File: config.mk
export PLATFORM = sky130hd
export DESIGN_NAME = host_tx_top
export DESIGN_NICKNAME = d
export VERILOG_FILES = /design/src/logic/host_tx_pkg.sv /design/src/logic/frame_serializer.sv /design/src/logic/host_tx_top.sv /design/src/logic/residence_clock.sv /design/src/logic/word_cache.sv
export SDC_FILE = /design/constraint.sdc
export NUM_CORES = 1
export LEC_CHECK = 0
export BUFFER_PORTS_ARGS = -buffer_cell sky130_fd_sc_hd__buf_2
export CAP_MARGIN = 5
export CORE_UTILIZATION = 62
export CTS_BUF_LIST = sky130_fd_sc_hd__clkbuf_4
export DETAILED_ROUTE_END_ITERATION = 8
export GPL_TIMING_DRIVEN = 1
export PLACE_DENSITY_LB_ADDON = 0.25
export SYNTH_ARGS = -nofsm -noshare
export SYNTH_HDL_FRONTEND = slang
export SYNTH_HIERARCHICAL = 1
export SYNTH_SLANG_ARGS = --single-unit
File: constraint.sdc
create_clock -name i_clk -period 8 [get_ports i_clk]
set_clock_uncertainty 0.2 [all_clocks]
set_input_delay 0.4 -clock i_clk [delete_from_list [all_inputs] [get_ports i_clk]]
set_output_delay 0.4 -clock i_clk [all_outputs]
set_load 0.005 [all_outputs]
File: src/logic/host_tx_pkg.sv
/*
 * host port transmit path, shared definitions
 * cache word layout, ethernet and PTP field codes, the two views
 * of the payload and the timing constants of the byte serializer
 */

`default_nettype none

package host_tx_pkg;

    // ****************************************
    // cache word layout
    // ****************************************
    localparam int WORD_W  = 134;
    localparam int DATA_W  = 128;
    localparam int EMPTY_W = 4;
    localparam int TAG_W   = 48;

    // position code in the two top bits, anything else is a middle word
    localparam logic [1:0] POS_HEAD = 2'b01;
    localparam logic [1:0] POS_TAIL = 2'b10;

    // ethertypes and ptp event messages
    localparam logic [15:0] ETH_TSN_INNER = 16'h1800;
    localparam logic [15:0] ETH_IPV4      = 16'h0800;
    localparam logic [15:0] ETH_PTP       = 16'h88F7;

    localparam logic [3:0] PTP_MSG_SYNC        = 4'h1;
    localparam logic [3:0] PTP_MSG_PDELAY_REQ  = 4'h3;
    localparam logic [3:0] PTP_MSG_PDELAY_RESP = 4'h4;

    // residence time, local time base wraps every 4 ms
    localparam int STAMP_W     = 19;
    localparam int TIME_PERIOD = 500000;
    localparam int CORR_W      = 64;

    // ****************************************
    // cache and serializer sizing
    // ****************************************
    localparam int CACHE_DEPTH = 2;
    localparam int CACHE_PTR_W = $clog2(CACHE_DEPTH);
    localparam int CACHE_CNT_W = $clog2(CACHE_DEPTH + 1);
    localparam int BYTE_IDX_W  = $clog2(DATA_W / 8);

    localparam int         PREAMBLE_BYTES = 8;
    localparam logic [7:0] PREAMBLE_BYTE  = 8'h55;
    localparam logic [7:0] SFD_BYTE       = 8'hD5;
    localparam int         IFG_CYCLES     = 12;
    localparam int         GAP_CNT_W      = $clog2(IFG_CYCLES);

    // serializer states
    localparam int              ST_W        = 3;
    localparam logic [ST_W-1:0] ST_IDLE     = 3'd0;
    localparam logic [ST_W-1:0] ST_PREAMBLE = 3'd1;
    localparam logic [ST_W-1:0] ST_WORD     = 3'd2;
    localparam logic [ST_W-1:0] ST_PTP2     = 3'd3;
    localparam logic [ST_W-1:0] ST_GAP      = 3'd4;

    // head word seen as ethernet header, second word as ptp body
    typedef union packed {
        struct packed {
            logic [TAG_W-1:0] dmac;
            logic [47:0]      smac;
            logic [15:0]      eth_type;
            logic [3:0]       rsvd_hi;
            logic [3:0]       msg_type;
            logic [7:0]       rsvd_lo;
        } eth_view;
        struct packed {
            logic [47:0]       lead;
            logic [CORR_W-1:0] corr;
            logic [15:0]       trail;
        } ptp_view;
    } pkt_data_u;

endpackage

`default_nettype wire

File: src/logic/frame_serializer.sv
/*
 * frame serializer of the host transmit port
 * sends preamble and SFD, then the cached words one byte per cycle,
 * puts the corrected field into PTP event frames and holds the gap
 */

`timescale 1ns/1ps
`default_nettype none

module frame_serializer (
    input  wire logic                            i_clk,
    input  wire logic                            i_rst_n,
    input  wire logic [host_tx_pkg::WORD_W-1:0]  i_head_word,
    input  wire logic                            i_head_valid,
    input  wire logic [host_tx_pkg::CORR_W-1:0]  i_corr_out,
    output logic                                 o_pop,
    output logic      [host_tx_pkg::STAMP_W-1:0] o_stamp,
    output logic      [host_tx_pkg::CORR_W-1:0]  o_corr_in,
    output logic      [7:0]                      o_data,
    output logic                                 o_data_wr,
    output logic                                 o_frame_start
);

    import host_tx_pkg::*;

    logic [ST_W-1:0]       state_q;
    logic [BYTE_IDX_W-1:0] byte_idx_q;
    logic [GAP_CNT_W-1:0]  gap_cnt_q;
    logic                  is_ptp_q;
    logic                  first_word_q;
    logic [CORR_W-1:0]     corr_q;
    pkt_data_u             head_data;
    pkt_data_u             tx_data;
    logic                  head_is_start;
    logic                  head_is_tail;
    logic                  head_is_ptp;
    logic [BYTE_IDX_W-1:0] last_idx;
    logic                  in_payload;
    logic                  word_done;
    logic [7:0]            tx_byte;

    // ****************************************
    // head word decode
    // ****************************************
    assign head_data     = i_head_word[DATA_W-1:0];
    assign head_is_start = i_head_valid && (i_head_word[WORD_W-1 -: 2] == POS_HEAD);
    assign head_is_tail  = (i_head_word[WORD_W-1 -: 2] == POS_TAIL);

    // sync, pdelay_req and pdelay_resp carry a residence correction
    assign head_is_ptp = (head_data.eth_view.eth_type == ETH_PTP) &&
                         ((head_data.eth_view.msg_type == PTP_MSG_SYNC) ||
                          (head_data.eth_view.msg_type == PTP_MSG_PDELAY_REQ) ||
                          (head_data.eth_view.msg_type == PTP_MSG_PDELAY_RESP));

    // a tail word stops short by its empty count
    assign last_idx = head_is_tail ?
                      {BYTE_IDX_W{1'b1}} - i_head_word[DATA_W +: EMPTY_W] :
                      {BYTE_IDX_W{1'b1}};

    assign in_payload = (state_q == ST_WORD) || (state_q == ST_PTP2);
    assign word_done  = in_payload && i_head_valid && (byte_idx_q == last_idx);
    assign o_pop      = word_done;

    // correction bytes of word 2 come from the latched field
    always_comb begin
        tx_data = head_data;
        if (state_q == ST_PTP2) begin
            tx_data.ptp_view.corr = corr_q;
        end
    end

    assign tx_byte   = tx_data[DATA_W - 1 - 8 * byte_idx_q -: 8];
    assign o_corr_in = head_data.ptp_view.corr;

    // ****************************************
    // stamp and correction capture
    // ****************************************
    always_ff @(posedge i_clk) begin
        if ((state_q == ST_IDLE) && head_is_start) begin
            o_stamp <= head_data.eth_view.dmac[STAMP_W-1:0];
        end
        // taken as the first byte of word 2 is registered
        if ((state_q == ST_PTP2) && i_head_valid && (byte_idx_q == '0)) begin
            corr_q <= i_corr_out;
        end
    end

    // ****************************************
    // transmit FSM
    // ****************************************
    always_ff @(posedge i_clk or negedge i_rst_n) begin
        if (!i_rst_n) begin
            state_q       <= ST_IDLE;
            byte_idx_q    <= '0;
            gap_cnt_q     <= '0;
            is_ptp_q      <= 1'b0;
            first_word_q  <= 1'b0;
            o_data        <= '0;
            o_data_wr     <= 1'b0;
            o_frame_start <= 1'b0;
        end else begin
            o_data        <= '0;
            o_data_wr     <= 1'b0;
            o_frame_start <= 1'b0;
            case (state_q)
                ST_IDLE: begin
                    if (head_is_start) begin
                        o_data        <= PREAMBLE_BYTE;
                        o_data_wr     <= 1'b1;
                        o_frame_start <= 1'b1;
                        byte_idx_q    <= BYTE_IDX_W'(1);
                        is_ptp_q      <= head_is_ptp;
                        first_word_q  <= 1'b1;
                        state_q       <= ST_PREAMBLE;
                    end
                end
                ST_PREAMBLE: begin
                    o_data_wr <= 1'b1;
                    if (byte_idx_q == BYTE_IDX_W'(PREAMBLE_BYTES - 1)) begin
                        o_data     <= SFD_BYTE;
                        byte_idx_q <= '0;
                        state_q    <= ST_WORD;
                    end else begin
                        o_data     <= PREAMBLE_BYTE;
                        byte_idx_q <= byte_idx_q + 1'b1;
                    end
                end
                ST_WORD, ST_PTP2: begin
                    // no word cached yet, strobe stays low until it lands
                    if (i_head_valid) begin
                        o_data     <= tx_byte;
                        o_data_wr  <= 1'b1;
                        byte_idx_q <= byte_idx_q + 1'b1;
                        if (word_done) begin
                            byte_idx_q   <= '0;
                            first_word_q <= 1'b0;
                            if (head_is_tail) begin
                                state_q <= ST_GAP;
                            end else if (first_word_q && is_ptp_q) begin
                                state_q <= ST_PTP2;
                            end else begin
                                state_q <= ST_WORD;
                            end
                        end
                    end
                end
                ST_GAP: begin
                    if (gap_cnt_q == GAP_CNT_W'(IFG_CYCLES - 1)) begin
                        gap_cnt_q <= '0;
                        state_q   <= ST_IDLE;
                    end else begin
                        gap_cnt_q <= gap_cnt_q + 1'b1;
                    end
                end
                default: begin
                    state_q <= ST_IDLE;
                end
            endcase
        end
    end

    // a new frame starts only after a full gap of quiet cycles
    a_gap_quiet: assert property (@(posedge i_clk) disable iff (!i_rst_n)
        o_frame_start |-> !$past(o_data_wr, IFG_CYCLES));

endmodule

`default_nettype wire

File: src/logic/host_tx_top.sv
/*
 * host port transmit path, top level
 * word cache and residence clock side by side,
 * frame serializer driving the PHY byte stream
 */

`timescale 1ns/1ps
`default_nettype none

module host_tx_top (
    input  wire logic                           i_clk,
    input  wire logic                           i_rst_n,
    input  wire logic [host_tx_pkg::WORD_W-1:0] i_word,
    input  wire logic                           i_word_wr,
    input  wire logic [host_tx_pkg::TAG_W-1:0]  i_tsntag,
    input  wire logic                           i_dmac_replace,
    input  wire logic                           i_desc_wr,
    input  wire logic                           i_timer_rst,
    output logic                                o_word_credit,
    output logic                                o_tail_accepted,
    output logic                                o_frame_start,
    output logic      [7:0]                     o_data,
    output logic                                o_data_wr
);

    import host_tx_pkg::*;

    logic [WORD_W-1:0]  head_word;
    logic               head_valid;
    logic               pop;
    logic [STAMP_W-1:0] stamp;
    logic [CORR_W-1:0]  corr_in;
    logic [CORR_W-1:0]  corr_out;

    word_cache u_word_cache (
        .i_clk           (i_clk),
        .i_rst_n         (i_rst_n),
        .i_word          (i_word),
        .i_word_wr       (i_word_wr),
        .i_tsntag        (i_tsntag),
        .i_dmac_replace  (i_dmac_replace),
        .i_desc_wr       (i_desc_wr),
        .i_pop           (pop),
        .o_head_word     (head_word),
        .o_head_valid    (head_valid),
        .o_word_credit   (o_word_credit),
        .o_tail_accepted (o_tail_accepted)
    );

    residence_clock u_residence_clock (
        .i_clk       (i_clk),
        .i_rst_n     (i_rst_n),
        .i_timer_rst (i_timer_rst),
        .i_stamp     (stamp),
        .i_corr_in   (corr_in),
        .o_corr_out  (corr_out)
    );

    frame_serializer u_frame_serializer (
        .i_clk         (i_clk),
        .i_rst_n       (i_rst_n),
        .i_head_word   (head_word),
        .i_head_valid  (head_valid),
        .i_corr_out    (corr_out),
        .o_pop         (pop),
        .o_stamp       (stamp),
        .o_corr_in     (corr_in),
        .o_data        (o_data),
        .o_data_wr     (o_data_wr),
        .o_frame_start (o_frame_start)
    );

endmodule

`default_nettype wire

File: src/logic/residence_clock.sv
/*
 * residence clock for PTP event messages
 * local time base wrapping every 4 ms and the correction
 * field plus the time spent since the receive stamp
 */

`timescale 1ns/1ps
`default_nettype none

module residence_clock (
    input  wire logic                            i_clk,
    input  wire logic                            i_rst_n,
    input  wire logic                            i_timer_rst,
    input  wire logic [host_tx_pkg::STAMP_W-1:0] i_stamp,
    input  wire logic [host_tx_pkg::CORR_W-1:0]  i_corr_in,
    output logic      [host_tx_pkg::CORR_W-1:0]  o_corr_out
);

    import host_tx_pkg::*;

    logic [STAMP_W-1:0] time_q;
    logic [STAMP_W:0]   elapsed;

    // ****************************************
    // local time base
    // ****************************************
    always_ff @(posedge i_clk or negedge i_rst_n) begin
        if (!i_rst_n) begin
            time_q <= '0;
        end else if (i_timer_rst) begin
            time_q <= '0;
        end else if (time_q == STAMP_W'(TIME_PERIOD - 1)) begin
            time_q <= '0;
        end else begin
            time_q <= time_q + 1'b1;
        end
    end

    // stamp ahead of the clock means the base wrapped in between
    always_comb begin
        if (time_q >= i_stamp) begin
            elapsed = {1'b0, time_q} - {1'b0, i_stamp};
        end else begin
            elapsed = {1'b0, time_q} + (STAMP_W + 1)'(TIME_PERIOD) - {1'b0, i_stamp};
        end
    end

    assign o_corr_out = i_corr_in + CORR_W'(elapsed);

    a_time_in_range: assert property (@(posedge i_clk) disable iff (!i_rst_n)
        time_q < STAMP_W'(TIME_PERIOD));

endmodule

`default_nettype wire

File: src/logic/word_cache.sv
/*
 * word cache of the host transmit port
 * rewrites the head word on entry, holds words in a two-entry
 * in-order FIFO and returns one credit per word taken out
 */

`timescale 1ns/1ps
`default_nettype none

module word_cache (
    input  wire logic                           i_clk,
    input  wire logic                           i_rst_n,
    input  wire logic [host_tx_pkg::WORD_W-1:0] i_word,
    input  wire logic                           i_word_wr,
    input  wire logic [host_tx_pkg::TAG_W-1:0]  i_tsntag,
    input  wire logic                           i_dmac_replace,
    input  wire logic                           i_desc_wr,
    input  wire logic                           i_pop,
    output logic      [host_tx_pkg::WORD_W-1:0] o_head_word,
    output logic                                o_head_valid,
    output logic                                o_word_credit,
    output logic                                o_tail_accepted
);

    import host_tx_pkg::*;

    logic [TAG_W-1:0]       tag_q;
    logic                   replace_q;
    logic                   is_head;
    logic                   is_tail;
    pkt_data_u              in_data;
    logic [WORD_W-1:0]      wr_word;
    logic [WORD_W-1:0]      slot_q [CACHE_DEPTH];
    logic [CACHE_PTR_W-1:0] wr_ptr_q;
    logic [CACHE_PTR_W-1:0] rd_ptr_q;
    logic [CACHE_CNT_W-1:0] count_q;

    // ****************************************
    // descriptor
    // ****************************************
    always_ff @(posedge i_clk or negedge i_rst_n) begin
        if (!i_rst_n) begin
            replace_q <= 1'b0;
        end else if (i_desc_wr) begin
            replace_q <= i_dmac_replace;
        end
    end

    always_ff @(posedge i_clk) begin
        if (i_desc_wr) begin
            tag_q <= i_tsntag;
        end
    end

    // ****************************************
    // head word rewrite
    // ****************************************
    assign is_head = (i_word[WORD_W-1 -: 2] == POS_HEAD);
    assign is_tail = (i_word[WORD_W-1 -: 2] == POS_TAIL);

    always_comb begin
        in_data = i_word[DATA_W-1:0];
        if (is_head) begin
            // tsn tag takes the place of the destination mac
            if (replace_q) begin
                in_data.eth_view.dmac = tag_q;
            end
            if (in_data.eth_view.eth_type == ETH_TSN_INNER) begin
                in_data.eth_view.eth_type = ETH_IPV4;
            end
        end
    end

    assign wr_word = {i_word[WORD_W-1:DATA_W], in_data};

    // ****************************************
    // two-entry FIFO
    // ****************************************
    always_ff @(posedge i_clk) begin
        if (i_word_wr) begin
            slot_q[wr_ptr_q] <= wr_word;
        end
    end

    always_ff @(posedge i_clk or negedge i_rst_n) begin
        if (!i_rst_n) begin
            wr_ptr_q <= '0;
            rd_ptr_q <= '0;
            count_q  <= '0;
        end else begin
            if (i_word_wr) begin
                wr_ptr_q <= wr_ptr_q + 1'b1;
            end
            if (i_pop) begin
                rd_ptr_q <= rd_ptr_q + 1'b1;
            end
            count_q <= count_q + CACHE_CNT_W'(i_word_wr) - CACHE_CNT_W'(i_pop);
        end
    end

    assign o_head_word  = slot_q[rd_ptr_q];
    assign o_head_valid = (count_q != '0);

    // credit back one cycle after the pop, tail pulse one cycle after the write
    always_ff @(posedge i_clk or negedge i_rst_n) begin
        if (!i_rst_n) begin
            o_word_credit   <= 1'b0;
            o_tail_accepted <= 1'b0;
        end else begin
            o_word_credit   <= i_pop;
            o_tail_accepted <= i_word_wr && is_tail;
        end
    end

    // upstream only writes with credit in hand
    a_no_overflow: assert property (@(posedge i_clk) disable iff (!i_rst_n)
        i_word_wr |-> (count_q < CACHE_CNT_W'(CACHE_DEPTH)));

    // serializer only finishes words that are stored
    a_no_underflow: assert property (@(posedge i_clk) disable iff (!i_rst_n)
        i_pop |-> o_head_valid);

endmodule

`default_nettype wire

==> results_dict.tcl <==
set metrics [dict create \
    ys_ff_latch 448 \
    worstHoldEndpoint "u_word_cache/tag_q[28]$_DFFE_PP_" \
    dp_hpwl_um 37600 \
    avgViaCountPerCell 5.85 \
    wl_met2_um 28900 \
    ys_seq_area_share_pct 56.1 \
    synth_top_area_share_pct 50.9 \
    r2r_cells 18 \
    powerDensity_nw_per_um2 294 \
    overflow 0 \
    vdd_drop_max_v 0.000206 \
    num_rows 70 \
    drt_iter0_drc 1337 \
    pin_count 200 \
    drive_gt1_share_pct 28.5 \
    yosysTopAreaCell "edfxtp_1" \
    synth_common_cells "399 x edfxtp_1, 165 x mux2_2, 93 x nand2_1" \
    dieWidth_um 197 \
    synthFlopType "edfxtp_1" \
    cts.path.max_buffers 3 \
    cts_tree "built" \
    synth_cell_types 99 \
    yosys_warnings 6 \
    relSlewSlack_pct 24.2 \
    status "complete, no violations" \
    grt_pass1_wl_um 90500 \
    grt_max_degree 76 \
    vias 15937 \
    drc 0 \
    setup_slack_ns 2.71 \
    grt_antenna_before_repair 1 \
    wirelength_um 59700 \
    port_buffers 199 \
    synth_edf_count 399 \
    cts_resized 0 \
    fin_crit_sh_pct 66.1 \
    wl_per_cell_um 21.9 \
    period_minus_slack_ns 5.29 \
    fmax_ghz 0.189 \
    die_h_um 197 \
    final_antenna_net_count 0 \
    yosysMostFrequentCell "edfxtp_1" \
    r2r_end "u_frame_serializer/corr_q[49]$_DFFE_PP_" \
    clock_latency_ns 0.86 \
    crit_path_start_kind "flop" \
    place_area_um2 24300 \
    h-tree-depth 3 \
    avgSynthCellArea_um2 13.4 \
    gr-usage-all-layers_pct 31.1 \
    hold_viol 0 \
    hold_depth 2 \
    regToRegStartpoint "u_residence_clock/time_q[2]$_DFF_PN0_" \
    critical_path_class "reg2reg" \
    p_total_mw 8.12 \
    crit_required_ns 8.37 \
    cts_inserted_buffers 111 \
    setup_viol 0 \
    nets 2399 \
    critPathArrivalTime_ns 5.66 \
    cts.sinks 448 \
    gp_congestion 0.999 \
    worstMarginPinSlew_ns 1.14 \
    maxUsedRoutingLayer "met4" \
    dr.pass1.iters 5 \
    rsz0062_at_grt "false" \
    die-area_um2 38700 \
    yosys-top-cells-area "edfxtp_1 51%, mux2_2 7.9%, dfrtp_1 5.2%, ha_1 3.7%, xnor2_1 2.9%" \
    placedCellCount 2330 \
    wl_met3_um 4880 \
    path_max_fanout 23 \
    synth_cells 1758 \
    ff2ff_setup_slack_ns 2.71 \
    dp_slack_ns 2.78 \
    core_region_area_um2 37000 \
    setup-tns-final_ns 0 \
    clk_pin_slew_ns 0.08 \
    hold_class "in2reg" \
    grt_pass1_vias 16347 \
    synth_nets 2029 \
    final_cell_area_um2 27700 \
    async_flop_share_pct 10.9 \
    initial_core_util_pct 63.7 \
    synth_area_um2 23500 \
    p_leak_nw 10.7 \
    max_cap_violations 0 \
    maxSlewViolCount 0 \
    hp-start "i_tsntag[28]" \
    areaGrowthSynthToFinish_pct 17.5 \
    root_buffer "clkbuf_4" \
    instances_no_fill 2723 \
    wl_met1_um 24000 \
    end_kind "flop" \
]
stage by stage:
step	utilization, %	hold slack (ns)
2_1_floorplan	-	-0.0956
3_3_place_gp	65.8	0.269
3_5_place_dp	65.8	0.268
4_1_cts	74.8	0.00199
5_1_grt	74.8	0.0144
6_report	74.8	0.0475
layout make-up:
type / count / area, um^2
repair buffers: 401 / 2990
well taps: 504 / 631
inverters: 85 / 319
fillers: 2316 / 9300
flip-flops and latches: 448 / 13200
clock buffers: 149 / 1120
multi-input cells: 1081 / 9080
clock inverters: 53 / 307
diodes: 2 / 5.00
where the power goes:
part	leakage (nW)	switching [mW]	internal (mW)	total, mW
clock	0.830	0.985	0.970	1.96
sequential	4.37	0.192	3.09	3.28
combinational	5.47	1.69	1.19	2.89
total	10.7	2.87	5.25	8.12
cells by family after synthesis:
logic type	count (synthesis)	synth area share (%)
compound gates	261	7.40
xor+xnor	112	4.17
fa+ha+maj	83	4.86
buf+inv	229	5.35
flops	448	56.1
mux	252	13.8
simple gates	373	8.33
cells in the final DEF (no fill, tap or decap), drive strengths merged, types with 19 or more instances in the layout:
cell,count
edfxtp,399
buf,212
dlygate4sd3,189
mux2,185
clkbuf,149
nand2,96
nor2,88
inv,85
xnor2,78
a21oi,74
ha,69
o21ai,59
dfrtp,49
clkinv,48
nand3,37
mux2i,35
nand4,35
xor2,34
mux4,32
nor3,23
o211ai,19
worst max path at each step:
stage / from / end / cells past startpoint
2_1_floorplan: u_word_cache/wr_ptr_q$_DFFE_PN0P_ / u_word_cache/slot_q[0][0]$_DFFE_PP_ / 1
3_3_place_gp: u_residence_clock/time_q[0]$_DFF_PN0_ / u_frame_serializer/corr_q[49]$_DFFE_PP_ / 18
3_5_place_dp: u_residence_clock/time_q[2]$_DFF_PN0_ / u_frame_serializer/corr_q[49]$_DFFE_PP_ / 18
4_1_cts: u_residence_clock/time_q[2]$_DFF_PN0_ / u_frame_serializer/corr_q[49]$_DFFE_PP_ / 18
5_1_grt: u_residence_clock/time_q[0]$_DFF_PN0_ / u_frame_serializer/corr_q[49]$_DFFE_PP_ / 18
6_report: u_residence_clock/time_q[2]$_DFF_PN0_ / u_frame_serializer/corr_q[49]$_DFFE_PP_ / 18
critical path, stage by stage (launching register included):
cell,delay [ns]
dfrtp_1,0.46
ha_1,0.24
inv_1,0.08
fa_1,0.19
and3b_1,0.19
a311oi_2,0.38
a211oi_1,0.16
nor2_1,0.15
or2_1,0.64
and4_1,0.32
a21oi_2,0.04
ha_1,0.47
nand3_1,0.16
or2_1,0.28
a211oi_1,0.17
a21boi_2,0.28
o21a_1,0.30
nand4_1,0.15
xnor2_1,0.14
sequential cells by signal, summed over array words and instances (netlist names):
register,flops
u_frame_serializer/byte_idx_q,4
u_frame_serializer/first_word_q,1
u_word_cache/replace_q,1
u_frame_serializer/o_stamp,19
u_frame_serializer/gap_cnt_q,4
u_frame_serializer/o_data,8
u_frame_serializer/state_q,3
u_word_cache/tag_q,48
u_residence_clock/time_q,19
u_word_cache/count_q,2
u_word_cache/slot_q,268
u_word_cache/o_tail_accepted,1
u_word_cache/o_word_credit,1
u_word_cache/wr_ptr_q,1
u_word_cache/rd_ptr_q,1
u_frame_serializer/corr_q,64
u_frame_serializer/o_frame_start,1
u_frame_serializer/o_data_wr,1
u_frame_serializer/is_ptp_q,1
repair_timing:
| item | in CTS | in global routing |
|---|---|---|
| setup endpoints to repair | 0 | 0 |
| hold endpoints to repair | 424 | 0 |
| buffers inserted | 0 | 0 |
| hold buffers | 189 | 0 |
routing by layer:
| layer | GRT usage [%] | up-vias |
|---|---|---|
| li1 | - | 7322 |
| met1 | 40.9 | 7688 |
| met2 | 50.9 | 800 |
| met3 | 6.13 | 127 |
| met4 | 12.9 | 0 |
| met5 | 0 | - |
Note: power is estimated with default switching activity, not from simulation.
